## config.mk

```make
export PLATFORM = sky130hd
export DESIGN_NAME = lrelu_engine
export DESIGN_NICKNAME = d
export VERILOG_FILES = /design/src/hw/lrelu_pkg.sv /design/src/hw/lrelu_beat_if.sv /design/src/hw/lrelu_engine.sv /design/src/hw/lrelu_credit_buffer.sv /design/src/hw/lrelu_datapath.sv /design/src/hw/lrelu_config_store.sv
export VERILOG_INCLUDE_DIRS = /design/src /design/src/hw
export SDC_FILE = /design/constraint.sdc
export NUM_CORES = 2
export LEC_CHECK = 0
export CAP_MARGIN = 20
export CORE_ASPECT_RATIO = 1.4
export CORE_MARGIN = 4
export CORE_UTILIZATION = 55
export DETAILED_ROUTE_END_ITERATION = 8
export DONT_BUFFER_PORTS = 1
export PLACE_DENSITY = 0.71
export SYNTH_ARGS = -nofsm -noshare
export SYNTH_HDL_FRONTEND = slang
export SYNTH_SLANG_ARGS = --single-unit
```

## constraint.sdc

```tcl
create_clock -name clk -period 9 [get_ports clk]
set_clock_uncertainty 0.1 [all_clocks]
set_input_delay 1.35 -clock clk [delete_from_list [all_inputs] [get_ports clk]]
set_output_delay 1.35 -clock clk [all_outputs]
set_load 0.05 [all_outputs]
```

## src/hw/lrelu_macros.svh

```systemverilog
`ifndef LRELU_MACROS_SVH
`define LRELU_MACROS_SVH

// beat geometry
`define LRELU_UNITS 4
`define LRELU_GROUPS 2
`define LRELU_LANES 8

// word widths
`define LRELU_IN_W 16
`define LRELU_OUT_W 8
`define LRELU_CFG_W 8

// fixed-point shifts, slope is 1/8
`define LRELU_SCALE_FRAC 4
`define LRELU_ALPHA_SHIFT 3

// output fifo entries, also the upstream's starting credits
`define LRELU_BUF_DEPTH 8

`endif
```

## src/hw/lrelu_pkg.sv

```systemverilog
`include "lrelu_macros.svh"

package lrelu_pkg;

  // accumulator word in, saturated byte out
  typedef logic signed [`LRELU_IN_W-1:0] in_word_t;
  typedef logic signed [`LRELU_OUT_W-1:0] out_word_t;

  // lane l sits at bits [l*W +: W]
  typedef in_word_t [`LRELU_LANES-1:0] in_beat_t;
  typedef out_word_t [`LRELU_LANES-1:0] out_beat_t;

  // per-group configuration
  typedef logic signed [`LRELU_CFG_W-1:0] cfg_word_t;

  typedef struct packed {
    cfg_word_t scale;
    cfg_word_t bias;
  } group_cfg_t;

  typedef group_cfg_t [`LRELU_GROUPS-1:0] cfg_table_t;

  // control bits that ride along with each beat
  typedef struct packed {
    logic valid;
    logic last;
    logic lrelu;
  } side_t;

endpackage

```

## src/hw/lrelu_beat_if.sv

```systemverilog
`timescale 1ns/100ps

// one processed beat, datapath to output buffer
interface lrelu_beat_if;

  logic valid;
  logic last;
  lrelu_pkg::out_beat_t data;

  // no ready, the credit scheme guarantees room
  modport src (
    output valid,
    output last,
    output data
  );

  modport dst (
    input valid,
    input last,
    input data
  );

endinterface

```

## src/hw/lrelu_engine.sv

```systemverilog
`timescale 1ns/100ps

module lrelu_engine (
  input  logic                 clk,
  input  logic                 rst,
  input  logic                 s_valid,
  input  logic                 s_last,
  input  logic                 s_lrelu,
  input  lrelu_pkg::in_beat_t  s_data,
  output logic                 s_credit,
  output logic                 m_valid,
  output logic                 m_last,
  output lrelu_pkg::out_beat_t m_data,
  input  logic                 m_credit,
  input  logic                 config_clear,
  input  logic                 config_valid,
  input  lrelu_pkg::cfg_word_t config_scale,
  input  lrelu_pkg::cfg_word_t config_bias,
  output logic                 config_full
);

  import lrelu_pkg::*;

  cfg_table_t cfg_table;

  lrelu_beat_if beat ();

  // scale and bias per group
  lrelu_config_store i_config_store (
    .clk          (clk),
    .rst          (rst),
    .config_clear (config_clear),
    .config_valid (config_valid),
    .config_scale (config_scale),
    .config_bias  (config_bias),
    .cfg_table    (cfg_table),
    .config_full  (config_full)
  );

  // three-cycle arithmetic
  lrelu_datapath i_datapath (
    .clk       (clk),
    .rst       (rst),
    .s_valid   (s_valid),
    .s_last    (s_last),
    .s_lrelu   (s_lrelu),
    .s_data    (s_data),
    .cfg_table (cfg_table),
    .beat      (beat.src)
  );

  lrelu_credit_buffer i_credit_buffer (
    .clk      (clk),
    .rst      (rst),
    .beat     (beat.dst),
    .m_credit (m_credit),
    .m_valid  (m_valid),
    .m_last   (m_last),
    .s_credit (s_credit),
    .m_data   (m_data)
  );

endmodule

```

## src/hw/lrelu_credit_buffer.sv

```systemverilog
`timescale 1ns/100ps
`include "lrelu_macros.svh"

module lrelu_credit_buffer (
  input  logic                 clk,
  input  logic                 rst,
  lrelu_beat_if.dst            beat,
  input  logic                 m_credit,
  output logic                 m_valid,
  output logic                 m_last,
  output logic                 s_credit,
  output lrelu_pkg::out_beat_t m_data
);

  import lrelu_pkg::*;

  localparam int DEPTH = `LRELU_BUF_DEPTH;
  localparam int PTR_W = $clog2(DEPTH);
  localparam int CNT_W = $clog2(DEPTH + 1) + 1;

  out_beat_t        data_mem [DEPTH];
  logic             last_mem [DEPTH];
  logic [PTR_W:0]   wr_ptr;
  logic [PTR_W:0]   rd_ptr;
  logic [CNT_W-1:0] credit_cnt;
  logic             push;
  logic             pop;
  logic             fifo_full;
  logic             fifo_empty;
  logic             credit_free;

  assign push       = beat.valid;
  assign fifo_empty = (wr_ptr == rd_ptr);
  // wrap bits differ, index bits equal
  assign fifo_full  = (wr_ptr[PTR_W] != rd_ptr[PTR_W]) &&
                      (wr_ptr[PTR_W-1:0] == rd_ptr[PTR_W-1:0]);

  // the beat now on m_valid still holds its credit in the count
  assign credit_free = credit_cnt > CNT_W'(m_valid);
  assign pop         = !fifo_empty && credit_free;

  // fifo storage
  always_ff @(posedge clk) begin
    if (push && !fifo_full) begin
      data_mem[wr_ptr[PTR_W-1:0]] <= beat.data;
      last_mem[wr_ptr[PTR_W-1:0]] <= beat.last;
    end
  end

  // pointers, downstream credits, output strobes
  always_ff @(posedge clk) begin
    if (rst) begin
      wr_ptr     <= '0;
      rd_ptr     <= '0;
      credit_cnt <= '0;
      m_valid    <= 1'b0;
      s_credit   <= 1'b0;
    end else begin
      if (push && !fifo_full) begin
        wr_ptr <= wr_ptr + 1'b1;
      end
      if (pop) begin
        rd_ptr <= rd_ptr + 1'b1;
      end
      credit_cnt <= credit_cnt + CNT_W'(m_credit) - CNT_W'(m_valid);
      m_valid    <= pop;
      // credit goes back upstream as the beat leaves
      s_credit   <= pop;
    end
  end

  // output payload
  always_ff @(posedge clk) begin
    if (pop) begin
      m_data <= data_mem[rd_ptr[PTR_W-1:0]];
      m_last <= last_mem[rd_ptr[PTR_W-1:0]];
    end
  end

endmodule

```

## src/hw/lrelu_datapath.sv

```systemverilog
`timescale 1ns/100ps
`include "lrelu_macros.svh"

module lrelu_datapath (
  input  logic                  clk,
  input  logic                  rst,
  input  logic                  s_valid,
  input  logic                  s_last,
  input  logic                  s_lrelu,
  input  lrelu_pkg::in_beat_t   s_data,
  input  lrelu_pkg::cfg_table_t cfg_table,
  lrelu_beat_if.src             beat
);

  import lrelu_pkg::*;

  localparam int UNITS = `LRELU_UNITS;
  localparam int LANES = `LRELU_LANES;
  localparam int SCALE_FRAC = `LRELU_SCALE_FRAC;
  localparam int ALPHA_SHIFT = `LRELU_ALPHA_SHIFT;
  // full product width, one more bit for the bias add
  localparam int PROD_W = `LRELU_IN_W + `LRELU_CFG_W;
  localparam int SUM_W = PROD_W + 1;
  localparam int OUT_MAX = 2 ** (`LRELU_OUT_W - 1) - 1;
  localparam int OUT_MIN = -(2 ** (`LRELU_OUT_W - 1));

  side_t                    side_q [3];
  logic signed [PROD_W-1:0] scaled_q [LANES];
  logic signed [PROD_W-1:0] sloped_q [LANES];
  out_word_t                data_q [LANES];

  // sideband, one register per stage
  always_ff @(posedge clk) begin
    side_q[0] <= '{valid: s_valid, last: s_last, lrelu: s_lrelu};
    side_q[1] <= side_q[0];
    side_q[2] <= side_q[1];
    if (rst) begin
      for (int i = 0; i < 3; i++) begin
        side_q[i].valid <= 1'b0;
      end
    end
  end

  for (genvar l = 0; l < LANES; l++) begin : g_lane
    // lanes are grouped UNITS at a time
    localparam int G = l / UNITS;

    in_word_t                word;
    cfg_word_t                scale;
    cfg_word_t                bias;
    logic signed [PROD_W-1:0] product;
    logic signed [SUM_W-1:0]  sum;

    assign word    = s_data[l];
    assign scale   = cfg_table[G].scale;
    assign bias    = cfg_table[G].bias;
    assign product = word * scale;
    assign sum     = sloped_q[l] + bias;

    // stage 1, scale
    always_ff @(posedge clk) begin
      scaled_q[l] <= product >>> SCALE_FRAC;
    end

    // stage 2, leaky slope on negative values
    always_ff @(posedge clk) begin
      if (side_q[0].lrelu && scaled_q[l][PROD_W-1]) begin
        sloped_q[l] <= scaled_q[l] >>> ALPHA_SHIFT;
      end else begin
        sloped_q[l] <= scaled_q[l];
      end
    end

    // stage 3, bias and clamp to a signed byte
    always_ff @(posedge clk) begin
      if (sum > OUT_MAX) begin
        data_q[l] <= out_word_t'(OUT_MAX);
      end else if (sum < OUT_MIN) begin
        data_q[l] <= out_word_t'(OUT_MIN);
      end else begin
        data_q[l] <= out_word_t'(sum);
      end
    end

    assign beat.data[l] = data_q[l];
  end

  assign beat.valid = side_q[2].valid;
  assign beat.last  = side_q[2].last;

endmodule

```

## src/hw/lrelu_config_store.sv

```systemverilog
`timescale 1ns/100ps
`include "lrelu_macros.svh"

module lrelu_config_store (
  input  logic                   clk,
  input  logic                   rst,
  input  logic                   config_clear,
  input  logic                   config_valid,
  input  lrelu_pkg::cfg_word_t   config_scale,
  input  lrelu_pkg::cfg_word_t   config_bias,
  output lrelu_pkg::cfg_table_t  cfg_table,
  output logic                   config_full
);

  import lrelu_pkg::*;

  localparam int GROUPS = `LRELU_GROUPS;
  localparam int IDX_W = $clog2(GROUPS + 1);

  logic [IDX_W-1:0] wr_idx;
  logic             wr_en;

  // clear beats a write in the same cycle
  assign wr_en = config_valid && !config_full && !config_clear && !rst;

  // write counter and full flag
  always_ff @(posedge clk) begin
    if (rst || config_clear) begin
      wr_idx      <= '0;
      config_full <= 1'b0;
    end else if (wr_en) begin
      wr_idx <= wr_idx + 1'b1;
      if (wr_idx == IDX_W'(GROUPS - 1)) begin
        config_full <= 1'b1;
      end
    end
  end

  // table contents survive a clear
  always_ff @(posedge clk) begin
    if (wr_en) begin
      cfg_table[wr_idx].scale <= config_scale;
      cfg_table[wr_idx].bias  <= config_bias;
    end
  end

endmodule

```

==> impl_table.tex <==
\begin{tabular}{lr}
\hline
Metric & Value \\
\hline
\multicolumn{2}{l}{\textbf{Floorplan}} \\
\quad Initial core utilization & 0.555 \\
\quad Core Area & 0.139 mm\^{}2 \\
\quad Die Ht & 452 um \\
\quad Horizontal extent of the die & 325 um \\
\quad I/O pin total & 220 \\
\quad Die Footprint & 0.147 mm\^{}2 \\
\quad Number of cell rows & 162 \\
\multicolumn{2}{l}{\textbf{Clock network}} \\
\quad CTS clock-pin slew for the worst setup and hold paths & 0.06 ns \\
\quad Count of hold buffers inserted by post-cts repair & 0 \\
\quad Cts repair resizes & 0 \\
\quad Clock tree from TritonCTS & built \\
\quad Deepest level of the CTS H-tree & 3 \\
\quad Clock root buffer & clkbuf\_16 \\
\quad Number of sinks handled by clock tree synthesis & 1025 \\
\quad Number of buffers created by CTS & 99 \\
\quad Post-CTS setup buffer count & 0 \\
\quad CTS Buffer Depth & 3 \\
\quad Worst skew pair latency & 0.69 ns \\
\multicolumn{2}{l}{\textbf{Synth}} \\
\quad Dominant cells by area after synthesis & edfxtp\_1 26\%, fa\_1 21\%, dfxtp\_1 8.9\% \\
\quad Gate count of the mapped netlist & 6785 \\
\quad Average instance area after synthesis & 11.4 um\^{}2 \\
\quad Most used flip-flop cell after synthesis & edfxtp\_1 \\
\quad Share of the yosys chip area belonging to registers & 0.353 \\
\quad Yosys warning count & 0 \\
\quad Post-Synthesis Cell Area & 0.0773 mm\^{}2 \\
\quad Number of flip-flops and latches in the synthesized netlist & 1025 \\
\quad Portion of synthesized cell area occupied by the leading cell type & 0.264 \\
\quad Cell taking the most area after synthesis & edfxtp\_1 \\
\quad Cell variety after synth & 98 \\
\quad Number of flops mapped to enable cells by yosys & 681 \\
\quad Share of async-settable or async-resettable flops after synthesis & 0 \\
\multicolumn{2}{l}{\textbf{Pwr}} \\
\quad Leakage & 35.5 nW \\
\quad VDD IR max & 182 uV \\
\quad P per Cell Area & 267 mW/mm\^{}2 \\
\quad Power, Total & 22.2 mW \\
\multicolumn{2}{l}{\textbf{Place}} \\
\quad Worst setup slack after placement & 2.49 ns \\
\quad Number of port buffers & 0 \\
\quad Gp weighted congestion & 0.882 \\
\quad DP HPWL & 127000 um \\
\quad Area of placed instances & 0.0796 mm\^{}2 \\
\multicolumn{2}{l}{\textbf{Detailed routing}} \\
\quad Wire length reported by the detailed router & 168000 um \\
\quad Residual DRC count & 0 \\
\quad Residual antenna-violating net count after detailed routing & 0 \\
\quad Vias & 48.0k \\
\quad Detail-routed net length per standard cell & 19.2 um \\
\quad Count of routing violations after the opening detailed-route iteration & 2475 \\
\quad Total iterations of the first detailed-routing run & 5 \\
\quad Mean number of vias per cell & 5.49 \\
\multicolumn{2}{l}{\textbf{GRT}} \\
\quad Via count of the first global-routing pass & 52.1k \\
\quad Grt total ovfl & 0 \\
\quad Met1 Use GR & 0.279 \\
\quad Met2 global-route usage & 0.440 \\
\quad Wire length of the first global-routing pass & 276000 um \\
\quad Global routing usage summed across all routing layers & 0.235 \\
\quad GR Layer Usage met3 & 0.0262 \\
\quad Maximum number of pins on one net before global-route repair & 67 \\
\quad Initial antenna violation count & 15 \\
\quad Grt peak-use layer & met2 \\
\multicolumn{2}{l}{\textbf{Timing}} \\
\quad Setup TNS after final layout & 0 ns \\
\quad Actual transition at the worst max-transition pin & 1.01 ns \\
\quad Final setup slack of the worst path & 2.64 ns \\
\quad FMAX & 157 MHz \\
\quad Hold slack final & 0.240 ns \\
\quad Final critical delay including setup and external delays & 6.36 ns \\
\quad Final cycle utilization of the critical path & 0.706 \\
\quad Endpoints failing setup & 0 \\
\quad Worst relative slew slack & 0.327 \\
\quad Unrepaired setup endpoints after global routing & false \\
\quad Final count of pins violating max slew & 0 \\
\quad Final hold violation count & 0 \\
\multicolumn{2}{l}{\textbf{Final layout}} \\
\quad Layout cells sized above 1 & 0.0830 \\
\quad Area growth syn-to-layout & 7.33\% \\
\quad Post-route design area & 0.0830 mm\^{}2 \\
\quad Nets & 8333 \\
\multicolumn{2}{l}{\textbf{Job}} \\
\quad Max\_cap viols & 0 \\
\multicolumn{2}{l}{\textbf{Critical path}} \\
\quad Startpoint types & flip-flop \\
\quad CP required & 9.48 ns \\
\quad Dominant cell type by count on the critical path & fa\_1 \\
\quad Type of the worst setup path & reg -> reg \\
\quad Worst Path Max Fanout & 36 \\
\quad Worst Setup End Kind & flip-flop \\
\quad Cells traversed along the worst timing path & inv\_2, buf\_4, fa\_1, fa\_1, inv\_1, fa\_1, inv\_1, fa\_1, inv\_1, ha\_1, o21ai\_0, a21boi\_0, o21ai\_0, a21boi\_0, o21ai\_0, a21oi\_1, nor2\_1, o311ai\_0, a21oi\_1, xnor2\_1 \\
\quad Slowest stage cell on the critical path & edfxtp\_1 \\
\quad Worst reg2reg path depth & 20 \\
\quad Count of buffer and inverter cells on the critical path & 5 \\
\quad Longest individual stage delay on the worst path & 0.67 ns \\
\quad Worst EP arrival & 6.84 ns \\
\quad Crit. path cell count & 20 \\
\quad Kind of cell adding the most delay to the critical path & adder cells \\
\multicolumn{2}{l}{\textbf{Worst hold path}} \\
\quad Class of the tightest hold or removal check & reg -> reg \\
\quad Worst hold path cell count & 0 \\
\multicolumn{2}{l}{\textbf{Outcome}} \\
\quad Status & complete, no violations \\
\hline
\end{tabular}
metrics by stage:
stage           util  cells
4_1_cts        0.594   8717
3_3_place_gp   0.571   8531
2_1_floorplan      -   6848
3_5_place_dp   0.571   8532
6_report       0.595   8740
5_1_grt        0.595   8740
cells in the final DEF (no fill, tap or decap), types with 16 or more instances in the layout:
master / instances
nand3_1: 58
conb_1: 64
nor2_1: 281
or3_1: 21
dfxtp_1: 341
diode_2: 21
clkinv_2: 18
nor4_1: 19
inv_1: 1145
a21o_1: 117
and2_1: 692
ha_1: 525
a211oi_1: 22
and3_1: 43
nand4_1: 17
buf_4: 44
fa_1: 825
o21ai_0: 101
clkbuf_1: 16
a31oi_1: 27
mux2_2: 194
o21bai_1: 25
mux4_2: 130
nor2b_1: 45
o21ai_1: 64
xnor2_1: 229
a21oi_1: 195
o21a_1: 36
nand2_1: 332
nor3_1: 61
nand2b_1: 77
edfxtp_1: 681
clkbuf_16: 100
xor2_1: 83
registers in the layout (all words and copies together), names as in the netlist, 2 cells and up:
signal / cells
i_config_store.cfg_table: 32
i_config_store.wr_idx: 2
i_credit_buffer.credit_cnt: 5
i_credit_buffer.data_mem: 512
i_credit_buffer.last_mem: 8
i_credit_buffer.m_data: 64
i_credit_buffer.rd_ptr: 4
i_credit_buffer.wr_ptr: 4
i_datapath.data_q: 64
i_datapath.scaled_q: 160
i_datapath.side_q: 7
i_datapath.sloped_q: 160
where the power goes:
group | switching, mW | total, mW | internal (mW)
sequential | 0.847 | 7.30 | 6.46
combinational | 5.91 | 10.8 | 4.85
clock | 1.79 | 4.12 | 2.32
total | 8.55 | 22.2 | 13.6
synthesized netlist by cell type, drive strengths merged (8+ instances only):
library cell	n
nand2b	77
a21oi	196
mux4	130
a31oi	30
nand3	58
o21bai	25
nor2b	45
o41ai	11
dfxtp	344
a21o	117
nand2	332
o221ai	8
nor2	287
o21a	36
mux2	196
a211o	8
mux2i	9
or3	21
clkbuf	146
a211oi	25
nor4	20
o211ai	11
buf	19
edfxtp	681
and3	43
xnor2	231
xor2	83
and2	692
a21boi	15
o31ai	14
nor3	63
nand4	17
ha	525
o21ai	166
inv	1147
fa	825
or2	9
layer usage:
layer / share of wire / vias to the layer above
met3: 0.040 / 271
met5: 0 / -
li1: - / 22436
met1: 0.39 / 24306
met2: 0.53 / 990
met4: 0.036 / 0
final cells by class:
cell class | instances | area [um^2]
inverters | 1148 | 4310
fillers | 11290 | 56500
multi-input cells | 4510 | 45400
flip-flops and latches | 1025 | 27300
diodes | 21 | 52.6
clock buffers | 126 | 2670
clock inverters | 59 | 589
repair buffers | 47 | 413
well taps | 1804 | 2260
final timing paths:
check,start,end,slack (ns)
min,i_datapath.side_q[0][1],i_datapath.side_q[0][4],0.24
min reg2reg,i_datapath.side_q[0][1],i_datapath.side_q[0][4],0.24
max,i_config_store.cfg_table[31],i_datapath.scaled_q[1][18],2.64
max reg2reg,i_config_store.cfg_table[31],i_datapath.scaled_q[1][18],2.64
cell families (layout without fill, tap and decap cells):
family	Yosys count	count (layout)	share of synthesized area
and+or+nand+nor	1705	1705	0.117
adders and majority gates	1350	1350	0.299
buffers and inverters	1313	1380	0.0638
DFF	1025	1025	0.353
AOI/OAI and AO/OA	742	742	0.0635
muxes	335	335	0.0676
xor gates and xnor gates	314	314	0.0359
other	1	85	0.0000485
Note: power is estimated with default switching activity, not from simulation.
